## config.mk

```make
export PLATFORM = sky130hd
export DESIGN_NAME = cdbus
export DESIGN_NICKNAME = d
export VERILOG_FILES = /design/src/hdl/cdbus_pkg.sv /design/src/hdl/cd_ram_if.sv /design/src/hdl/cd_csr.sv /design/src/hdl/cd_frame_ram.sv /design/src/hdl/cd_rx_des.sv /design/src/hdl/cd_tx_ser.sv /design/src/hdl/cdbus.sv
export VERILOG_INCLUDE_DIRS = /design/src /design/src/hdl
export SDC_FILE = /design/constraint.sdc
export NUM_CORES = 1
export LEC_CHECK = 0
export BUFFER_PORTS_ARGS = -buffer_cell sky130_fd_sc_hd__clkbuf_2
export CAP_MARGIN = 5
export CORE_ASPECT_RATIO = 0.75
export CORE_MARGIN = 5
export CORE_UTILIZATION = 55
export CTS_BUF_LIST = sky130_fd_sc_hd__clkbuf_16
export CTS_CLUSTER_DIAMETER = 60
export DETAILED_ROUTE_END_ITERATION = 6
export HOLD_SLACK_MARGIN = 0.05
export PLACE_DENSITY = 0.71
export SLEW_MARGIN = 20
export SYNTH_ARGS = -nofsm -noshare
export SYNTH_HDL_FRONTEND = slang
export SYNTH_HIERARCHICAL = 1
export SYNTH_SLANG_ARGS = --single-unit
```

## constraint.sdc

```tcl
create_clock -name clk -period 6.6 [get_ports clk]
set_input_delay 1.32 -clock clk [delete_from_list [all_inputs] [get_ports clk]]
set_output_delay 1.32 -clock clk [all_outputs]
set_load 0.01 [all_outputs]
```

## src/hdl/cdbus_config.svh

```systemverilog
// Build-time constants for the CDBUS controller, included by the package and by the RTL that uses them
`ifndef CDBUS_CONFIG_SVH
`define CDBUS_CONFIG_SVH

// Frame buffer size in bytes, payload plus CRC
`define CD_RAM_DEPTH 64

// Clocks per bit minus one after reset
`define CD_DIV_DEFAULT 7

// Idle bit times that close a frame
`define CD_IDLE_BITS 12

`define CD_VERSION 8'h01

`endif

```

## src/hdl/cdbus_pkg.sv

```systemverilog
// Types and the CRC-16 byte update shared by every CDBUS block, imported by wildcard
`include "cdbus_config.svh"

package cdbus_pkg;

    typedef logic [7:0]                         byte_t;
    typedef logic [$clog2(`CD_RAM_DEPTH)-1:0]   ram_addr_t;
    typedef logic [$clog2(`CD_RAM_DEPTH):0]     frame_len_t;
    typedef logic [15:0]                        div_t;
    typedef logic [15:0]                        crc_t;

    typedef enum logic [4:0] {
        REG_VERSION = 5'h00,
        REG_CTRL    = 5'h01,    // Bit 0 rx irq enable
        REG_DIV_L   = 5'h02,
        REG_DIV_H   = 5'h03,
        REG_STATUS  = 5'h04,
        REG_TX_DAT  = 5'h05,
        REG_TX_CTRL = 5'h06,
        REG_RX_LEN  = 5'h07,
        REG_RX_DAT  = 5'h08,
        REG_RX_CTRL = 5'h09
    } reg_addr_e;

    typedef enum logic [2:0] {
        SER_IDLE, SER_WAIT_IDLE, SER_START, SER_DATA, SER_STOP
    } ser_state_e;

    typedef enum logic [2:0] {
        DES_IDLE, DES_START, DES_DATA, DES_STOP, DES_GAP
    } des_state_e;

    // Modbus CRC-16, reflected polynomial, one byte LSB first
    function automatic crc_t crc16_byte(crc_t crc, byte_t data);
        crc_t c;
        c = crc ^ crc_t'(data);
        for (int i = 0; i < 8; i++) begin
            c = c[0] ? ((c >> 1) ^ 16'hA001) : (c >> 1);
        end
        return c;
    endfunction

endpackage

```

## src/hdl/cd_ram_if.sv

```systemverilog
// One frame buffer's port bundle, shared by its writer, its reader and the buffer itself
`timescale 1ns/1ns

interface cd_ram_if import cdbus_pkg::*; ();

    logic       wr_en;
    ram_addr_t  wr_addr;
    byte_t      wr_byte;
    ram_addr_t  rd_addr;
    byte_t      rd_byte;      // Combinational from rd_addr
    logic       commit;       // Frame complete, latch commit_len
    frame_len_t commit_len;
    logic       release_buf;  // Reader done with the frame
    frame_len_t len;
    logic       pending;

    modport writer (
        output wr_en, wr_addr, wr_byte, commit, commit_len,
        input  pending
    );

    modport reader (
        output rd_addr, release_buf,
        input  rd_byte, len, pending
    );

    modport ram (
        input  wr_en, wr_addr, wr_byte, rd_addr, commit, commit_len, release_buf,
        output rd_byte, len, pending
    );

endinterface

```

## src/hdl/cd_csr.sv

```systemverilog
// Host register file: register map, divider, irq and stream access to both frame buffers
`timescale 1ns/1ns
`include "cdbus_config.svh"

module cd_csr import cdbus_pkg::*; (
    input  logic       clk,
    input  logic       arst_n,
    input  logic [4:0] csr_address,
    input  logic       csr_read,
    output byte_t      csr_readdata,
    input  logic       csr_write,
    input  byte_t      csr_writedata,
    output logic       irq,
    cd_ram_if.writer   tx,
    cd_ram_if.reader   rx,
    output div_t       div,
    input  logic       bus_idle,
    input  logic       rx_error,
    input  logic       rx_lost
);

    reg_addr_e  addr;
    byte_t      ctrl;
    logic       err_flag;
    logic       lost_flag;
    frame_len_t tx_ptr;
    ram_addr_t  rx_ptr;
    logic       tx_full;
    logic       rd_rx_dat;
    logic       rd_status;
    byte_t      rd_mux;

    assign addr    = reg_addr_e'(csr_address);
    assign tx_full = (tx_ptr == frame_len_t'(`CD_RAM_DEPTH));

    assign rd_rx_dat = csr_read && (addr == REG_RX_DAT);
    assign rd_status = csr_read && (addr == REG_STATUS);

    // Buffer side of the host port
    assign tx.wr_en      = csr_write && (addr == REG_TX_DAT) && !tx_full;
    assign tx.wr_addr    = ram_addr_t'(tx_ptr);
    assign tx.wr_byte    = csr_writedata;
    assign tx.commit     = csr_write && (addr == REG_TX_CTRL) && csr_writedata[0];
    assign tx.commit_len = tx_ptr;
    assign rx.rd_addr    = rx_ptr;
    assign rx.release_buf = csr_write && (addr == REG_RX_CTRL) && csr_writedata[0];

    assign irq = rx.pending && ctrl[0];

    always_ff @(posedge clk or negedge arst_n) begin
        if (!arst_n) begin
            ctrl      <= '0;
            div       <= div_t'(`CD_DIV_DEFAULT);
            tx_ptr    <= '0;
            rx_ptr    <= '0;
            err_flag  <= 1'b0;
            lost_flag <= 1'b0;
        end else begin
            if (csr_write) begin
                case (addr)
                    REG_CTRL:  ctrl       <= csr_writedata;
                    REG_DIV_L: div[7:0]   <= csr_writedata;
                    REG_DIV_H: div[15:8]  <= csr_writedata;
                    default:   ;
                endcase
            end
            if (!tx.pending) begin                 // Host fill is dead while tx waits
                if (tx.commit) begin
                    tx_ptr <= '0;
                end else if (tx.wr_en) begin
                    tx_ptr <= tx_ptr + 1'b1;
                end
            end
            if (rx.release_buf) begin
                rx_ptr <= '0;
            end else if (rd_rx_dat) begin
                rx_ptr <= rx_ptr + 1'b1;
            end
            if (rd_status) begin                   // Read to clear
                err_flag  <= 1'b0;
                lost_flag <= 1'b0;
            end
            if (rx_error) err_flag <= 1'b1;
            if (rx_lost) lost_flag <= 1'b1;
        end
    end

    // ~~~~~~~~~~~~~~~~~~~~~~~~~~~~~~~~~~~~~~~~~~~~~~~~~~~~~~~~~~~~~~~~~~~
    // Read path, one cycle latency

    always_comb begin
        case (addr)
            REG_VERSION: rd_mux = `CD_VERSION;
            REG_CTRL:    rd_mux = ctrl;
            REG_DIV_L:   rd_mux = div[7:0];
            REG_DIV_H:   rd_mux = div[15:8];
            REG_STATUS:  rd_mux = {3'b000, lost_flag, err_flag, rx.pending, tx.pending, bus_idle};
            REG_RX_LEN:  rd_mux = byte_t'(rx.len);
            REG_RX_DAT:  rd_mux = rx.rd_byte;
            default:     rd_mux = '0;
        endcase
    end

    always_ff @(posedge clk or negedge arst_n) begin
        if (!arst_n) begin
            csr_readdata <= '0;
        end else if (csr_read) begin
            csr_readdata <= rd_mux;
        end
    end

endmodule

```

## src/hdl/cd_frame_ram.sv

```systemverilog
// Byte buffer holding one frame with its length and pending flag, one instance per direction
`timescale 1ns/1ns
`include "cdbus_config.svh"

module cd_frame_ram import cdbus_pkg::*; (
    input  logic clk,
    input  logic arst_n,
    cd_ram_if.ram bus
);

    byte_t mem [`CD_RAM_DEPTH];

    // ~~~~~~~~~~~~~~~~~~~~~~~~~~~~~~~~~~~~~~~~~~~~~~~~~~~~~~~~~~~~~~~~~~~
    // Storage

    always_ff @(posedge clk) begin
        if (bus.wr_en && !bus.pending) begin   // Frozen while a frame waits
            mem[bus.wr_addr] <= bus.wr_byte;
        end
    end

    assign bus.rd_byte = mem[bus.rd_addr];

    // ~~~~~~~~~~~~~~~~~~~~~~~~~~~~~~~~~~~~~~~~~~~~~~~~~~~~~~~~~~~~~~~~~~~
    // Frame hand-over

    always_ff @(posedge clk or negedge arst_n) begin
        if (!arst_n) begin
            bus.pending <= 1'b0;
            bus.len     <= '0;
        end else if (bus.release_buf) begin
            bus.pending <= 1'b0;
        end else if (bus.commit && !bus.pending) begin
            bus.pending <= 1'b1;
            bus.len     <= bus.commit_len;
        end
    end

endmodule

```

## src/hdl/cd_rx_des.sv

```systemverilog
// Receive deserializer: samples the line, builds bytes, ends frames on idle and commits good ones
`timescale 1ns/1ns
`include "cdbus_config.svh"

module cd_rx_des import cdbus_pkg::*; (
    input  logic     clk,
    input  logic     arst_n,
    input  div_t     div,
    input  logic     rx,
    output logic     bus_idle,
    output logic     rx_error,
    output logic     rx_lost,
    cd_ram_if.writer ram
);

    localparam int IW = $clog2(`CD_IDLE_BITS + 1);

    des_state_e    state;
    logic [1:0]    rx_sync;
    logic          line;
    div_t          bit_cnt;
    logic [2:0]    bit_idx;
    logic [IW-1:0] idle_cnt;
    byte_t         shreg;
    crc_t          crc;
    frame_len_t    cnt;
    logic          drop;
    logic          ferr;
    logic          bit_end;
    logic          mid_bit;
    logic          waiting;
    logic          gap_done;
    logic          start_edge;
    logic          room;
    logic          frame_end;

    assign line       = rx_sync[1];
    assign bit_end    = (bit_cnt == div);
    assign mid_bit    = (bit_cnt == (div >> 1));
    assign waiting    = (state == DES_IDLE) || (state == DES_GAP);
    assign gap_done   = waiting && bit_end && (idle_cnt == IW'(`CD_IDLE_BITS - 1));
    assign start_edge = waiting && !line;
    assign room       = (cnt != frame_len_t'(`CD_RAM_DEPTH));
    assign frame_end  = (state == DES_GAP) && !start_edge && gap_done && (cnt != '0) && !drop;

    // Residue of payload plus CRC is zero on a clean frame
    assign ram.wr_en      = (state == DES_STOP) && bit_end && !drop && room;
    assign ram.wr_addr    = ram_addr_t'(cnt);
    assign ram.wr_byte    = shreg;
    assign ram.commit     = frame_end && !ferr && (crc == '0) && (cnt >= frame_len_t'(3));
    assign ram.commit_len = cnt - frame_len_t'(2);

    assign rx_error = frame_end && (ferr || (crc != '0));
    assign rx_lost  = (state == DES_IDLE) && !line && ram.pending;

    always_ff @(posedge clk or negedge arst_n) begin
        if (!arst_n) begin
            rx_sync  <= 2'b11;
            state    <= DES_IDLE;
            bit_cnt  <= '0;
            bit_idx  <= '0;
            idle_cnt <= '0;
            crc      <= '1;
            cnt      <= '0;
            drop     <= 1'b0;
            ferr     <= 1'b0;
            bus_idle <= 1'b0;
        end else begin
            rx_sync <= {rx_sync[0], rx};
            if (bit_end || start_edge || ((state == DES_START) && mid_bit)) begin
                bit_cnt <= '0;
            end else begin
                bit_cnt <= bit_cnt + 1'b1;
            end
            if (waiting && bit_end) idle_cnt <= idle_cnt + 1'b1;
            case (state)
                DES_IDLE: begin
                    if (gap_done) bus_idle <= 1'b1;
                    if (start_edge) begin              // New frame
                        state    <= DES_START;
                        bus_idle <= 1'b0;
                        crc      <= '1;
                        cnt      <= '0;
                        drop     <= ram.pending;       // Previous frame not yet read
                        ferr     <= 1'b0;
                    end
                end
                DES_GAP: begin
                    if (start_edge) begin
                        state <= DES_START;
                    end else if (gap_done) begin
                        state    <= DES_IDLE;
                        bus_idle <= 1'b1;
                    end
                end
                DES_START: begin
                    if (mid_bit) begin
                        bit_idx  <= '0;
                        idle_cnt <= '0;
                        state    <= line ? DES_GAP : DES_DATA;   // Glitch rejected
                    end
                end
                DES_DATA: begin
                    if (bit_end) begin
                        bit_idx <= bit_idx + 1'b1;
                        if (bit_idx == 3'd7) state <= DES_STOP;
                    end
                end
                DES_STOP: begin
                    if (bit_end) begin
                        state    <= DES_GAP;
                        idle_cnt <= '0;
                        crc      <= crc16_byte(crc, shreg);
                        ferr     <= ferr || !line;     // Framing error
                        if (room) begin
                            cnt <= cnt + 1'b1;
                        end else begin
                            drop <= 1'b1;
                        end
                    end
                end
                default: state <= DES_IDLE;
            endcase
        end
    end

    always_ff @(posedge clk) begin
        if ((state == DES_DATA) && bit_end) begin
            shreg <= {line, shreg[7:1]};
        end
    end

endmodule

```

## src/hdl/cd_tx_ser.sv

```systemverilog
// Transmit serializer: sends the tx buffer as UART characters plus CRC once the bus is idle
`timescale 1ns/1ns

module cd_tx_ser import cdbus_pkg::*; (
    input  logic     clk,
    input  logic     arst_n,
    input  div_t     div,
    input  logic     bus_idle,
    cd_ram_if.reader ram,
    output logic     tx,
    output logic     tx_en
);

    ser_state_e state;
    div_t       bit_cnt;
    logic [2:0] bit_idx;
    frame_len_t byte_idx;     // Payload bytes, then CRC low and high
    byte_t      shreg;
    crc_t       crc;
    byte_t      cur_byte;
    logic       bit_end;
    logic       is_payload;
    logic       frame_done;
    logic       load;

    assign bit_end    = (bit_cnt == div);
    assign is_payload = (byte_idx < ram.len);
    assign frame_done = (byte_idx == ram.len + frame_len_t'(2));
    assign load       = ((state == SER_WAIT_IDLE) && bus_idle)
                     || ((state == SER_STOP) && bit_end && !frame_done);

    always_comb begin
        if (is_payload) begin
            cur_byte = ram.rd_byte;
        end else if (byte_idx == ram.len) begin
            cur_byte = crc[7:0];                   // CRC goes out low byte first
        end else begin
            cur_byte = crc[15:8];
        end
    end

    assign ram.rd_addr     = ram_addr_t'(byte_idx);
    assign ram.release_buf = (state == SER_STOP) && bit_end && frame_done;

    assign tx_en = (state == SER_START) || (state == SER_DATA) || (state == SER_STOP);
    assign tx    = (state == SER_START) ? 1'b0 : (state == SER_DATA) ? shreg[0] : 1'b1;

    always_ff @(posedge clk or negedge arst_n) begin
        if (!arst_n) begin
            state    <= SER_IDLE;
            bit_cnt  <= '0;
            bit_idx  <= '0;
            byte_idx <= '0;
            crc      <= '1;
        end else begin
            bit_cnt <= (tx_en && !bit_end) ? bit_cnt + 1'b1 : '0;
            if (load && is_payload) crc <= crc16_byte(crc, cur_byte);
            case (state)
                SER_IDLE: begin
                    byte_idx <= '0;
                    crc      <= '1;
                    if (ram.pending) state <= SER_WAIT_IDLE;
                end
                SER_WAIT_IDLE: if (bus_idle) state <= SER_START;
                SER_START: begin
                    if (bit_end) begin
                        state   <= SER_DATA;
                        bit_idx <= '0;
                    end
                end
                SER_DATA: begin
                    if (bit_end) begin
                        bit_idx <= bit_idx + 1'b1;
                        if (bit_idx == 3'd7) begin
                            state    <= SER_STOP;
                            byte_idx <= byte_idx + 1'b1;
                        end
                    end
                end
                SER_STOP: if (bit_end) state <= frame_done ? SER_IDLE : SER_START;
                default:  state <= SER_IDLE;
            endcase
        end
    end

    always_ff @(posedge clk) begin
        if (load) begin
            shreg <= cur_byte;
        end else if ((state == SER_DATA) && bit_end) begin
            shreg <= shreg >> 1;                   // LSB first
        end
    end

endmodule

```

## src/hdl/cdbus.sv

```systemverilog
// CDBUS controller top level, register port on one side and the bus line on the other
`timescale 1ns/1ns

module cdbus import cdbus_pkg::*; (
    input  logic       clk,
    input  logic       arst_n,
    input  logic [4:0] csr_address,
    input  logic       csr_read,
    output logic [7:0] csr_readdata,
    input  logic       csr_write,
    input  logic [7:0] csr_writedata,
    output logic       irq,
    input  logic       rx,
    output logic       tx,
    output logic       tx_en
);

    div_t div;
    logic bus_idle;
    logic rx_error;
    logic rx_lost;

    cd_ram_if tx_buf ();    // Host to line
    cd_ram_if rx_buf ();    // Line to host

    cd_frame_ram u_tx_ram (
        .clk    (clk),
        .arst_n (arst_n),
        .bus    (tx_buf)
    );

    cd_frame_ram u_rx_ram (
        .clk    (clk),
        .arst_n (arst_n),
        .bus    (rx_buf)
    );

    cd_csr u_csr (
        .clk           (clk),
        .arst_n        (arst_n),
        .csr_address   (csr_address),
        .csr_read      (csr_read),
        .csr_readdata  (csr_readdata),
        .csr_write     (csr_write),
        .csr_writedata (csr_writedata),
        .irq           (irq),
        .tx            (tx_buf),
        .rx            (rx_buf),
        .div           (div),
        .bus_idle      (bus_idle),
        .rx_error      (rx_error),
        .rx_lost       (rx_lost)
    );

    cd_tx_ser u_tx_ser (
        .clk      (clk),
        .arst_n   (arst_n),
        .div      (div),
        .bus_idle (bus_idle),
        .ram      (tx_buf),
        .tx       (tx),
        .tx_en    (tx_en)
    );

    cd_rx_des u_rx_des (
        .clk      (clk),
        .arst_n   (arst_n),
        .div      (div),
        .rx       (rx),
        .bus_idle (bus_idle),
        .rx_error (rx_error),
        .rx_lost  (rx_lost),
        .ram      (rx_buf)
    );

endmodule

```

; ---- Word-level counts from Yosys, hierarchy flattened
; Memories as Yosys holds them, arrays and structs flattened.
; Index checks and enable logic that the tools add are counted.
[classes]
n_addsub = 11
n_mul = 0
n_div = 0
order_cmp = 2
n_eq_ne = 42
n_shift = 0
n_mux = 90
n_bitwise = 21
n_reduce_logical = 89
[ops]
columns = operator, n
row1 = $mux W16, 22
row2 = $pmux W8 S7, 1
row3 = $mux W3, 18
row4 = $mux W7, 7
row5 = $not A2 Y3, 16
row6 = $logic_and A1 B1 Y1, 38
row7 = $add A16 B1 Y16 const B, 2
row8 = $eq A16 B16 Y1, 2
row9 = $mux W8, 4
row10 = $pmux W16 S2, 1
row11 = $xor A16 B8 Y16, 2
row12 = $pmux W3 S5, 2
row13 = $pmux W7 S2, 2
row14 = $reduce_bool A2 Y1, 13
row15 = $add A7 B1 Y7 const B, 3
row16 = $mux W1, 21
row17 = $eq A5 B3 Y1 const B, 4
row18 = $ne A2 B1 Y1 const B, 10
row19 = $eq A16 B15 Y1, 1
row20 = $logic_not A16 Y1, 1
row21 = $reduce_bool A16 Y1, 1
row22 = $eq A7 B7 Y1, 2
row23 = $reduce_and A2 Y1, 7
row24 = $eq A3 B2 Y1 const B, 4
row25 = 32 further kinds, 71
[word_totals]
reg_bits = 178
latch_bits = 0
mem_bits_rw = 1024
romBits = 0
output_inout_bits = 11
word_cells = 286
memories = 2
[mem_list]
columns = name, depth, width, read_ports, rd_clocked_by_memory_dff, wr, line_no
row1 = u_rx_ram.mem, 64, 8, 1, 0, 1, cd_frame_ram.sv:11  ; byte_t mem [`CD_RAM_DEPTH];
row2 = u_tx_ram.mem, 64, 8, 1, 0, 1, cd_frame_ram.sv:11

; ---- Depth between registers and ports, before layout
; Gate-level depths: netlist of run 1.
[logic_depth]
depth_word = 22
ltp_mapped = 17

; ---- Cells and area by module
; The synthesis of run 1 kept the hierarchy.
[by_module_without_submodules]
columns = mod, instances, cells_per_inst, area_each_um2
row1 = cd_frame_ram, 2, 998, 20397.1
row2 = cd_rx_des, 1, 368, 3674.8
row3 = cd_tx_ser, 1, 398, 3639.7
row4 = cd_csr, 1, 247, 2632.5

; ---- Worst setup path before layout of run 1
; OpenSTA, ideal clock, no wires.
[synth_path]
path_type = input-to-reg
from = input csr_address[4]
to = memory u_tx_ram/mem[48][0] (netlist bit) (enable)
arrival_time_ns = 3.105
required_ns = 6.217
path_slack_ns = 3.111
stages = 8
n_path_buf = 1
path_cell_list = buf_2 -> nor3b_4 -> o21ai_2 -> nor2_1 -> nand2b_1 -> nor3_1 -> nand2_1 -> nor3_1
[synth_between]
elab_chain_len = 6
[synth_lines]
columns = item, line_no
row1 = from (decl), cdbus.sv:7  ; input logic [4:0] csr_address,
row2 = $eq A5 B3 Y1, cd_csr.sv:40  ; assign tx.wr_en = csr_write && (addr == REG_TX_DAT) && !tx_full;
row3 = $logic_and A1 B1 Y1 (2 in series), cd_csr.sv:40
row4 = via tx_buf.wr_en, cd_ram_if.sv:6  ; logic wr_en;
row5 = $logic_and A1 B1 Y1, cd_frame_ram.sv:17  ; if (bus.wr_en && !bus.pending) begin
row6 = $mux W1, cd_frame_ram.sv:17
row7 = $mux W1 (not written as such), cd_frame_ram.sv:18  ; mem[bus.wr_addr] <= bus.wr_byte;
row8 = to (decl), cd_frame_ram.sv:11
; The timed path passes the listed nets, and every way through them passes these cells.

; ---- Final worst setup path of run 1
[layout_path]
from = register u_csr.div[15]
to = memory u_rx_ram/mem[47][3] (netlist bit) (enable)
[layout_between]
elab_chain_len = 7
[layout_lines]
columns = item, line_no
row1 = from (decl), cd_csr.sv:16  ; output div_t div,
row2 = from (signal assigned), cd_csr.sv:53  ; div <= div_t'(`CD_DIV_DEFAULT);
row3 = from (signal assigned), cd_csr.sv:63  ; REG_DIV_H: div[15:8] <= csr_writedata;
row4 = $eq A16 B16 Y1, cd_rx_des.sv:38  ; assign bit_end = (bit_cnt == div);
row5 = $logic_and A1 B1 Y1 (3 in series), cd_rx_des.sv:47  ; assign ram.wr_en = (state == DES_STOP) && bit_end && !drop && room;
row6 = via rx_buf.wr_en, cd_ram_if.sv:6
row7 = $logic_and A1 B1 Y1, cd_frame_ram.sv:17
row8 = $mux W1, cd_frame_ram.sv:17
row9 = $mux W1 (not written as such), cd_frame_ram.sv:18
row10 = to (decl), cd_frame_ram.sv:11
; The timed path passes the listed nets, and every way through them passes these cells.

==> impl_summary.txt, run 1 <==
----------------------------------------------------
[Cells and area]
  Total number of nets in the final design ... 3054
  Fraction of layout instances using a drive strength above 1 ... 19.4%
  Area overhead of the layout relative to synthesis ... 9.57%

[Synthesis]
  Post-synthesis async set-or-reset flop share ... 13.5%
  Cell with the most instances after synthesis ... sky130_fd_sc_hd__edfxtp_1
  XOR/XNOR share of the synthesized area ... 2.36%
  Synthesized netlist net count ... 3051
  Fraction of the mapped netlist area in adder cells ... 0.592%
  Largest area contributor in the netlist ... sky130_fd_sc_hd__edfxtp_1
  Number of instances in the synthesized netlist ... 3009
  Most used flip-flop cell after synthesis ... sky130_fd_sc_hd__edfxtp_1
  Fraction of synthesized cell area taken by the top area cell type ... 61.5%
  Top post-synthesis cells by area ... sky130_fd_sc_hd__edfxtp_1 (62%), sky130_fd_sc_hd__mux4_2 (9.4%), sky130_fd_sc_hd__dfrtp_1 (6.2%)
  Synthesized area per cell ... 16.9 um2
  Flip-flop and latch count after synthesis ... 1202
  Compound-Gate Fraction of Synth Area ... 4.71%
  Part of the Yosys area used for sequential elements ... 69.6%
  Simple-gate portion of the synthesized area ... 7.01%
  Post-Synthesis Cell Area ... 50700 um2
  Mux share of post-synthesis cell area ... 13.1%
  Most instantiated cells after synthesis ... sky130_fd_sc_hd__edfxtp_1 (1040), sky130_fd_sc_hd__nor2_1 (230), sky130_fd_sc_hd__mux4_2 (212)
  Number of synthesized flops with an enable pin ... 1040
  Largest family of logic cells by synthesized area ... multiplexers
  Number of warnings issued by yosys ... 6
  Count of distinct cell types in the synthesized netlist ... 97

[Setup path]
  Number of cells on the critical path ... 9
  Startpoint type of the worst setup path ... flop
  Category of cells accounting for the largest share of critical-path delay ... simple AND/OR/NAND/NOR gates
  R2r worst-path depth ... 9
  Crit path kind ... reg -> reg
  Most frequent cell on the critical path ... sky130_fd_sc_hd__nor2_1
  Endpoint class of the critical path ... flop
  Critical path fanouts, max ... 35
  Worst-path cell with the longest stage delay ... sky130_fd_sc_hd__nor2_1
  Cell-by-cell trace of the critical path ... xnor2_1 -> nand4_1 -> nor4_4 -> and2_2 -> nor3b_1 -> nand2b_1 -> nor2_1 -> nand3_1 -> nor2_1
  Crit path largest cell delay ... 0.87 ns
  Worst Path Arrival ... 5.18 ns
  CP Data Required Time ... 6.89 ns
  Worst Path Buf+Inv ... 0

[CTS]
  Clock tree root buffer cell ... sky130_fd_sc_hd__clkbuf_16
  Clock transition at path regs ... 0.06 ns
  CTS HTree Levels ... 3
  Clock tree from TritonCTS ... yes
  Number of instances resized during post-cts repair ... 0
  Number of buffers added to fix hold violations after cts ... 0
  TritonCTS buffer count ... 114
  Max clock buf depth ... 3
  Number of buffers added for setup after CTS ... 0
  Clk_lat worst skew ... 0.68 ns
  Sinks on Clock Net ... 1202

[Timing]
  Fmax ... 205 MHz
  Final Slew Violations ... 0
  Worst slew margin ... 28.7%
  Fraction of the cycle the final worst path needs ... 74.0%
  Final worst slack ... 1.72 ns
  Setup repair after global routing missed its margin ... no
  Pin slew with the least headroom to its limit ... 1.07 ns
  Setup_tns ... 0 ns
  Final setup vio count ... 0
  Final-report hold violation count ... 0
  Min Tclk post-route ... 4.88 ns
  Max Clock Skew ... 0.0213 ns

[Global routing]
  Total track usage ... 23.8%
  Pin count of the biggest net entering global routing ... 91
  Vias in the first global route ... 27400
  First-pass GRT wire length ... 177000 um
  Total congestion overflow ... 0
  Initial antenna violation count ... 4

[Die]
  Number of cell rows ... 96
  Starting Density ... 55.4%
  Chip height ... 273 um
  Area inside the core boundary ... 91500 um2
  Total die area ... 98500 um2
  Boundary Pins ... 29
  Die outline width ... 361 um

[Route]
  Average wire per cell in the routed design ... 27.1 um
  Via total after detailed routing ... 28300
  DRC violation total after the first TritonRoute iteration ... 3625
  Avg Vias per Cell ... 6.52
  DR DRC count ... 0
  Wire length reported by the detailed router ... 117000 um
  Pre-Repair DR Iteration Count ... 7
  ANT nets after route ... 0

[Power]
  Power per standard cell area ... 309 nW/um2
  P_leak ... 18.0 nW
  Maximum VDD drop ... 0.000272 V

[Placement]
  Detailed Place HPWL ... 74500 um
  Total of buffers placed on input and output ports ... 28
  GPL Wtd Cong ... 0.896
  DP Worst Slack ... 1.92 ns

[Status]
  Run status ... finished, final reports clean

[Worst hold path]
  Hold Path Stages ... 0
  Worst hold path type ... reg -> reg

[Run]
  Maxcap violations ... 0

----------------------------------------------------
==> per-stage QoR <==
step	instance area, um2	total power [mW]	utilization [%]	std cells	hold slack [ns]
final	55600	17.2	60.7	4335	0.355
after CTS	55600	17.3	60.7	4333	0.356
after global placement	51600	10.5	56.4	4121	0.347
after global routing	55600	17.8	60.7	4333	0.358
after floorplan	50700	10.1	-	3009	0.345
after detailed placement	51700	10.6	56.5	4121	0.347
==> cell families (layout without fill, tap and decap cells) <==
| logic type | after synthesis | after routing |
|---|---|---|
| xor gates and xnor gates | 125 | 125 |
| buffers and inverters | 223 | 322 |
| muxes | 382 | 382 |
| DFF | 1202 | 1202 |
| and+or+nand+nor | 711 | 711 |
| other | 0 | 2 |
| adders and majority gates | 24 | 24 |
| AOI/OAI and AO/OA | 342 | 342 |
==> state kept, by name, summed over array words and instances (netlist names), 4 cells and up <==
register              count
u_csr/csr_readdata        8
u_csr/tx.commit_len       7
u_rx_des/idle_cnt         4
u_rx_ram/bus.len          7
u_rx_des/ram.wr_byte      8
u_csr/ctrl                8
u_rx_des/bit_cnt         16
u_tx_ser/shreg            8
u_tx_ser/crc             16
u_rx_ram/mem            512
u_tx_ram/bus.len          7
u_rx_des/cnt              7
u_tx_ser/bit_cnt         16
u_csr/rx.rd_addr          6
u_tx_ser/byte_idx         7
u_rx_des/crc             16
u_tx_ram/mem            512
u_csr/div                16
==> layout by cell type, fill, tap and decap left out, types with 12 or more instances in the layout <==
master                      instances
sky130_fd_sc_hd__inv_1             51
sky130_fd_sc_hd__or3_1             18
sky130_fd_sc_hd__and2_1            14
sky130_fd_sc_hd__mux4_2           212
sky130_fd_sc_hd__o21ai_0           44
sky130_fd_sc_hd__a211oi_1          17
sky130_fd_sc_hd__a21oi_1           67
sky130_fd_sc_hd__nor3_1            46
sky130_fd_sc_hd__and3_1            21
sky130_fd_sc_hd__xnor2_1           54
sky130_fd_sc_hd__ha_1              24
sky130_fd_sc_hd__nor2b_1           43
sky130_fd_sc_hd__a21o_1            13
sky130_fd_sc_hd__clkinv_1          24
sky130_fd_sc_hd__clkinv_2          22
sky130_fd_sc_hd__nor4b_1           14
sky130_fd_sc_hd__mux2i_1          102
sky130_fd_sc_hd__mux2_2            57
sky130_fd_sc_hd__nor2_1           230
sky130_fd_sc_hd__bufinv_16         20
sky130_fd_sc_hd__clkbuf_16        117
sky130_fd_sc_hd__nand3b_1          12
sky130_fd_sc_hd__dfrtp_1          119
sky130_fd_sc_hd__nand4_1           28
sky130_fd_sc_hd__o22ai_1           24
sky130_fd_sc_hd__xor2_1            61
sky130_fd_sc_hd__o21ai_1           21
sky130_fd_sc_hd__a22oi_1           22
sky130_fd_sc_hd__edfxtp_1        1040
sky130_fd_sc_hd__nand2b_1          21
sky130_fd_sc_hd__a22o_1            16
sky130_fd_sc_hd__nand3_1           52
sky130_fd_sc_hd__o221ai_1          15
sky130_fd_sc_hd__clkbuf_2          27
sky130_fd_sc_hd__dfstp_2           37
sky130_fd_sc_hd__buf_4             38
sky130_fd_sc_hd__nand2_1          149
==> power breakdown <==
group          internal [mW]  total (mW)  leakage, nW  switching [mW]
Combinational          0.848        1.88         4.66            1.03
Sequential              8.31        8.56         11.4           0.250
Clock                   4.00        6.77         1.95            2.77
Total                   13.1        17.2         18.0            4.05
==> area by class of cell <==
| class | count | area, um2 |
|---|---|---|
| multi-input combinational | 1584 | 14100 |
| clock inverter | 95 | 991 |
| antenna | 2 | 5.00 |
| tap | 1225 | 1530 |
| fill | 6511 | 35900 |
| clock buffer | 117 | 2930 |
| timing repair buffer | 70 | 512 |
| sequential | 1202 | 35300 |
| inverter | 40 | 150 |
==> layer usage <==
metal  global-route usage, %  routed length (um)  vias up  share of wire, %
met2                    33.3               50200     1590                43
met4                    5.42                2340        4               2.0
met3                    5.96               13800      196                12
met1                    37.9               51000    14600                43
met5                       0                  27        -             0.023
li1                        -                   -    11800                 -
==> worst paths after layout <==
check / from / slack [ns] / to
max in group asynchronous: arst_n / 4.45 / u_rx_des/cnt[0]$_DFFE_PN0P_
min reg2reg: u_rx_des/rx_sync[0]$_DFF_PN1_ / 0.36 / u_rx_des/rx_sync[1]$_DFF_PN1_
min in group asynchronous: arst_n / 0.71 / u_tx_ser/bit_cnt[8]$_DFF_PN0_
min: u_rx_des/rx_sync[0]$_DFF_PN1_ / 0.36 / u_rx_des/rx_sync[1]$_DFF_PN1_
max reg2reg: u_csr/div[15]$_DFFE_PN0P_ / 1.72 / u_rx_ram/mem[47][3]$_DFFE_PP_
max: u_csr/div[15]$_DFFE_PN0P_ / 1.72 / u_rx_ram/mem[47][3]$_DFFE_PP_
No activity file was read; power rests on OpenSTA's default activity.
==> inputs of run 2 (changes only) <==
- ABC_AREA: not set -> 1
- clock period: 6.6 -> 4.63 ns (I/O delays scaled with it)
==> impl_summary.txt, run 2 <==
----------------------------------------------------
[Route]
  Wire length reported by the detailed router ... 134000 um
  Via total after detailed routing ... 37700
  Pre-Repair DR Iteration Count ... 6
  Avg Vias per Cell ... 5.82
  DR DRC count ... 0
  ANT nets after route ... 0
  DRC violation total after the first TritonRoute iteration ... 5001
  Average wire per cell in the routed design ... 20.7 um

[Setup path]
  Crit path kind ... reg -> reg
  Endpoint class of the critical path ... flop
  Startpoint type of the worst setup path ... flop
  Crit path largest cell delay ... 0.68 ns
  Worst Path Arrival ... 4.28 ns
  CP Data Required Time ... 5.30 ns
  Most frequent cell on the critical path ... sky130_fd_sc_hd__nand2_1
  Category of cells accounting for the largest share of critical-path delay ... simple AND/OR/NAND/NOR gates
  Worst Path Buf+Inv ... 3
  Critical path fanouts, max ... 37
  Worst-path cell with the longest stage delay ... sky130_fd_sc_hd__dfrtp_4
  Cell-by-cell trace of the critical path ... inv_4 -> buf_4 -> nand3_1 -> nand3_1 -> nand2_1 -> nand2_1 -> nand3_1 -> nand3_1 -> nand2_1 -> nand3_1 -> nand2_1 -> nand2_1 -> nand2_1 -> nand2_1 -> nand3_2 -> nand2_2 -> inv_2 -> nand2_2 -> nand3_1 -> nand3_1 -> nand2_1 -> nand2_1 -> nand2_1

[Timing]
  Final worst slack ... 1.02 ns
  Fraction of the cycle the final worst path needs ... 78.1%
  Pin slew with the least headroom to its limit ... 1.07 ns
  Final Slew Violations ... 0
  Worst hold slack after final layout ... 0.245 ns
  Worst slew margin ... 28.2%
  Final-report hold violation count ... 0
  Fmax ... 277 MHz
  Max Clock Skew ... 0.0732 ns
  Setup repair after global routing missed its margin ... no
  Final setup vio count ... 0
  Setup_tns ... 0 ns
  Min Tclk post-route ... 3.61 ns

[Cells and area]
  Most frequent cells in the layout ... sky130_fd_sc_hd__nand2_1 (1660), sky130_fd_sc_hd__edfxtp_1 (1040), sky130_fd_sc_hd__nand3_1 (1001)
  Area of the multi-input gates ... 15400 um2
  Total number of nets in the final design ... 5113
  Filler cell count in the final layout ... 7819
  Total area of sequential cells ... 35300 um2
  Core Util, Final ... 60.5%
  Area overhead of the layout relative to synthesis ... 9.48%
  Largest registers ... u_rx_ram/mem: 512 flops, u_tx_ram/mem: 512 flops
  Most frequent standard cell in the layout excluding fill and tap cells ... sky130_fd_sc_hd__nand2_1
  Final instance area ... 58600 um2
  Fraction of layout instances using a drive strength above 1 ... 10.2%

[Placement]
  Detailed Place HPWL ... 81100 um
  DP Worst Slack ... 1.16 ns
  Area after DPL ... 54800 um2
  GPL Wtd Cong ... 0.882
  Total of buffers placed on input and output ports ... 28

[Synthesis]
  Cell with the most instances after synthesis ... sky130_fd_sc_hd__nand2_1
  Fraction of synthesized cell area taken by the top area cell type ... 58.3%
  Number of synthesized flops with an enable pin ... 1040
  Count of distinct cell types in the synthesized netlist ... 60
  Simple-gate portion of the synthesized area ... 25.1%
  Largest area contributor in the netlist ... sky130_fd_sc_hd__edfxtp_1
  Number of warnings issued by yosys ... 6
  Post-synthesis async set-or-reset flop share ... 13.5%
  Mux share of post-synthesis cell area ... 0.295%
  Synthesized area per cell ... 10.6 um2
  Most instantiated cells after synthesis ... sky130_fd_sc_hd__nand2_1 (1660), sky130_fd_sc_hd__edfxtp_1 (1040), sky130_fd_sc_hd__nand3_1 (1001)
  XOR/XNOR share of the synthesized area ... 1.13%
  Fraction of the mapped netlist area in adder cells ... 0.561%
  Most used flip-flop cell after synthesis ... sky130_fd_sc_hd__edfxtp_1
  Part of the Yosys area used for sequential elements ... 66.0%
  Synthesized netlist net count ... 5084
  Top post-synthesis cells by area ... sky130_fd_sc_hd__edfxtp_1 (58%), sky130_fd_sc_hd__nand2_1 (12%), sky130_fd_sc_hd__nand3_1 (9.4%)
  Number of instances in the synthesized netlist ... 5042
  Post-Synthesis Cell Area ... 53500 um2
  Compound-Gate Fraction of Synth Area ... 1.76%
  Flip-flop and latch count after synthesis ... 1202
  Largest family of logic cells by synthesized area ... simple AND/OR/NAND/NOR gates

[CTS]
  Clock tree from TritonCTS ... yes
  Max clock buf depth ... 3
  Number of buffers added for setup after CTS ... 0
  Clock tree root buffer cell ... sky130_fd_sc_hd__clkbuf_16
  TritonCTS buffer count ... 114
  Sinks on Clock Net ... 1202
  Number of buffers added to fix hold violations after cts ... 0
  Number of instances resized during post-cts repair ... 0
  CTS HTree Levels ... 3
  Clock transition at path regs ... 0.07 ns
  Clk_lat worst skew ... 0.74 ns

[Power]
  Power per standard cell area ... 422 nW/um2
  Maximum VDD drop ... 0.000590 V
  P_leak ... 22.6 nW

[Global routing]
  Total congestion overflow ... 0
  Pin count of the biggest net entering global routing ... 162
  First-pass GRT wire length ... 207000 um
  Initial antenna violation count ... 1
  Vias in the first global route ... 35100
  Total track usage ... 25.6%

[Run]
  Maxcap violations ... 0

[Die]
  Starting Density ... 55.3%
  Area inside the core boundary ... 96900 um2
  Chip height ... 280 um
  Die outline width ... 370 um
  Boundary Pins ... 29
  Number of cell rows ... 99
  Total die area ... 104000 um2

[Worst hold path]
  Worst hold path type ... in -> async

[Status]
  Run status ... finished, final reports clean

----------------------------------------------------
-- run 2: cell types whose count changed after synthesis, sizes merged, moves of 26 or more --
cell	change
nor3	-27
inv	+170
nor2	+26
buf	+130
clkbuf	-31
xnor2	-39
a21oi	-34
mux2	-48
nand3	+956
nand2	+1539
nor2b	-43
mux4	-218
mux2i	-102
-- run 2: final cells by class --
| cell class | instances | share of cell area, % |
|---|---|---|
| antenna | 1 | 0.00427 |
| clock buffer | 116 | 4.95 |
| clock inverter | 99 | 1.55 |
| inverter | 211 | 1.38 |
| multi-input combinational | 3347 | 26.4 |
| sequential | 1202 | 60.3 |
| tap | 1313 | 2.80 |
| timing repair buffer | 195 | 2.62 |
-- run 2: metal layers --
metal  global-route usage [%]  share of wire [%]
met1                     39.9                 44
met2                     37.1                 43
met3                     5.92                 10
met4                     5.58                2.1
met5                        0                  0
-- run 2: worst reg2reg max path, cell delays in order, from the launching register on --
cell and delay, ns:
sky130_fd_sc_hd__dfrtp_4 0.68, sky130_fd_sc_hd__inv_4 0.40, sky130_fd_sc_hd__buf_4 0.40, sky130_fd_sc_hd__nand3_1 0.17, sky130_fd_sc_hd__nand3_1 0.10, sky130_fd_sc_hd__nand2_1 0.08
sky130_fd_sc_hd__nand2_1 0.15, sky130_fd_sc_hd__nand3_1 0.10, sky130_fd_sc_hd__nand3_1 0.15, sky130_fd_sc_hd__nand2_1 0.12, sky130_fd_sc_hd__nand3_1 0.16, sky130_fd_sc_hd__nand2_1 0.10
sky130_fd_sc_hd__nand2_1 0.07, sky130_fd_sc_hd__nand2_1 0.09, sky130_fd_sc_hd__nand2_1 0.11, sky130_fd_sc_hd__nand3_2 0.08, sky130_fd_sc_hd__nand2_2 0.11, sky130_fd_sc_hd__inv_2 0.04
sky130_fd_sc_hd__nand2_2 0.07, sky130_fd_sc_hd__nand3_1 0.10, sky130_fd_sc_hd__nand3_1 0.10, sky130_fd_sc_hd__nand2_1 0.05, sky130_fd_sc_hd__nand2_1 0.05, sky130_fd_sc_hd__nand2_1 0.05
-- run 2: path summary, 6_finish.rpt --
kind | start | slack [ns] | cells past startpoint | to
worst max-delay path | u_tx_ser/byte_idx[1]$_DFFE_PN0P_ | 1.02 | 23 | u_tx_ser/crc[0]$_DFFE_PN1P_
worst min-delay path | arst_n | 0.24 | 1 | u_tx_ser/byte_idx[1]$_DFFE_PN0P_
worst max register to register | u_tx_ser/byte_idx[1]$_DFFE_PN0P_ | 1.02 | 23 | u_tx_ser/crc[0]$_DFFE_PN1P_
worst min register to register | u_rx_des/rx_sync[0]$_DFF_PN1_ | 0.36 | 0 | u_rx_des/rx_sync[1]$_DFF_PN1_
max in group asynchronous | arst_n | 3.26 | 2 | u_csr/div[2]$_DFFE_PN1P_
min in group clk | rx | 0.27 | 1 | u_rx_des/rx_sync[0]$_DFF_PN1_
-- run 2: where the power goes --
group | switching, mW | total [mW] | internal, mW
logic | 2.28 | 3.19 | 0.903
registers | 0.239 | 12.1 | 11.9
clock network | 4.13 | 9.43 | 5.30
-- run 2: cells by family after synthesis --
group	Yosys count
multiplexers	14
buffers and inverters	493
XOR/XNOR	68
AND/OR/NAND/NOR	3091
AO/OA/AOI/OAI	150
adder cells (fa/ha/maj)	24
flip-flops	1202
-- run 2: through the flow --
step / power, mW / cells
after floorplan: 14.7 / 5042
after global placement: 15.4 / 6268
after detailed placement: 15.4 / 6268
after CTS: 24.8 / 6483
after global routing: 25.7 / 6483
final: 24.7 / 6484
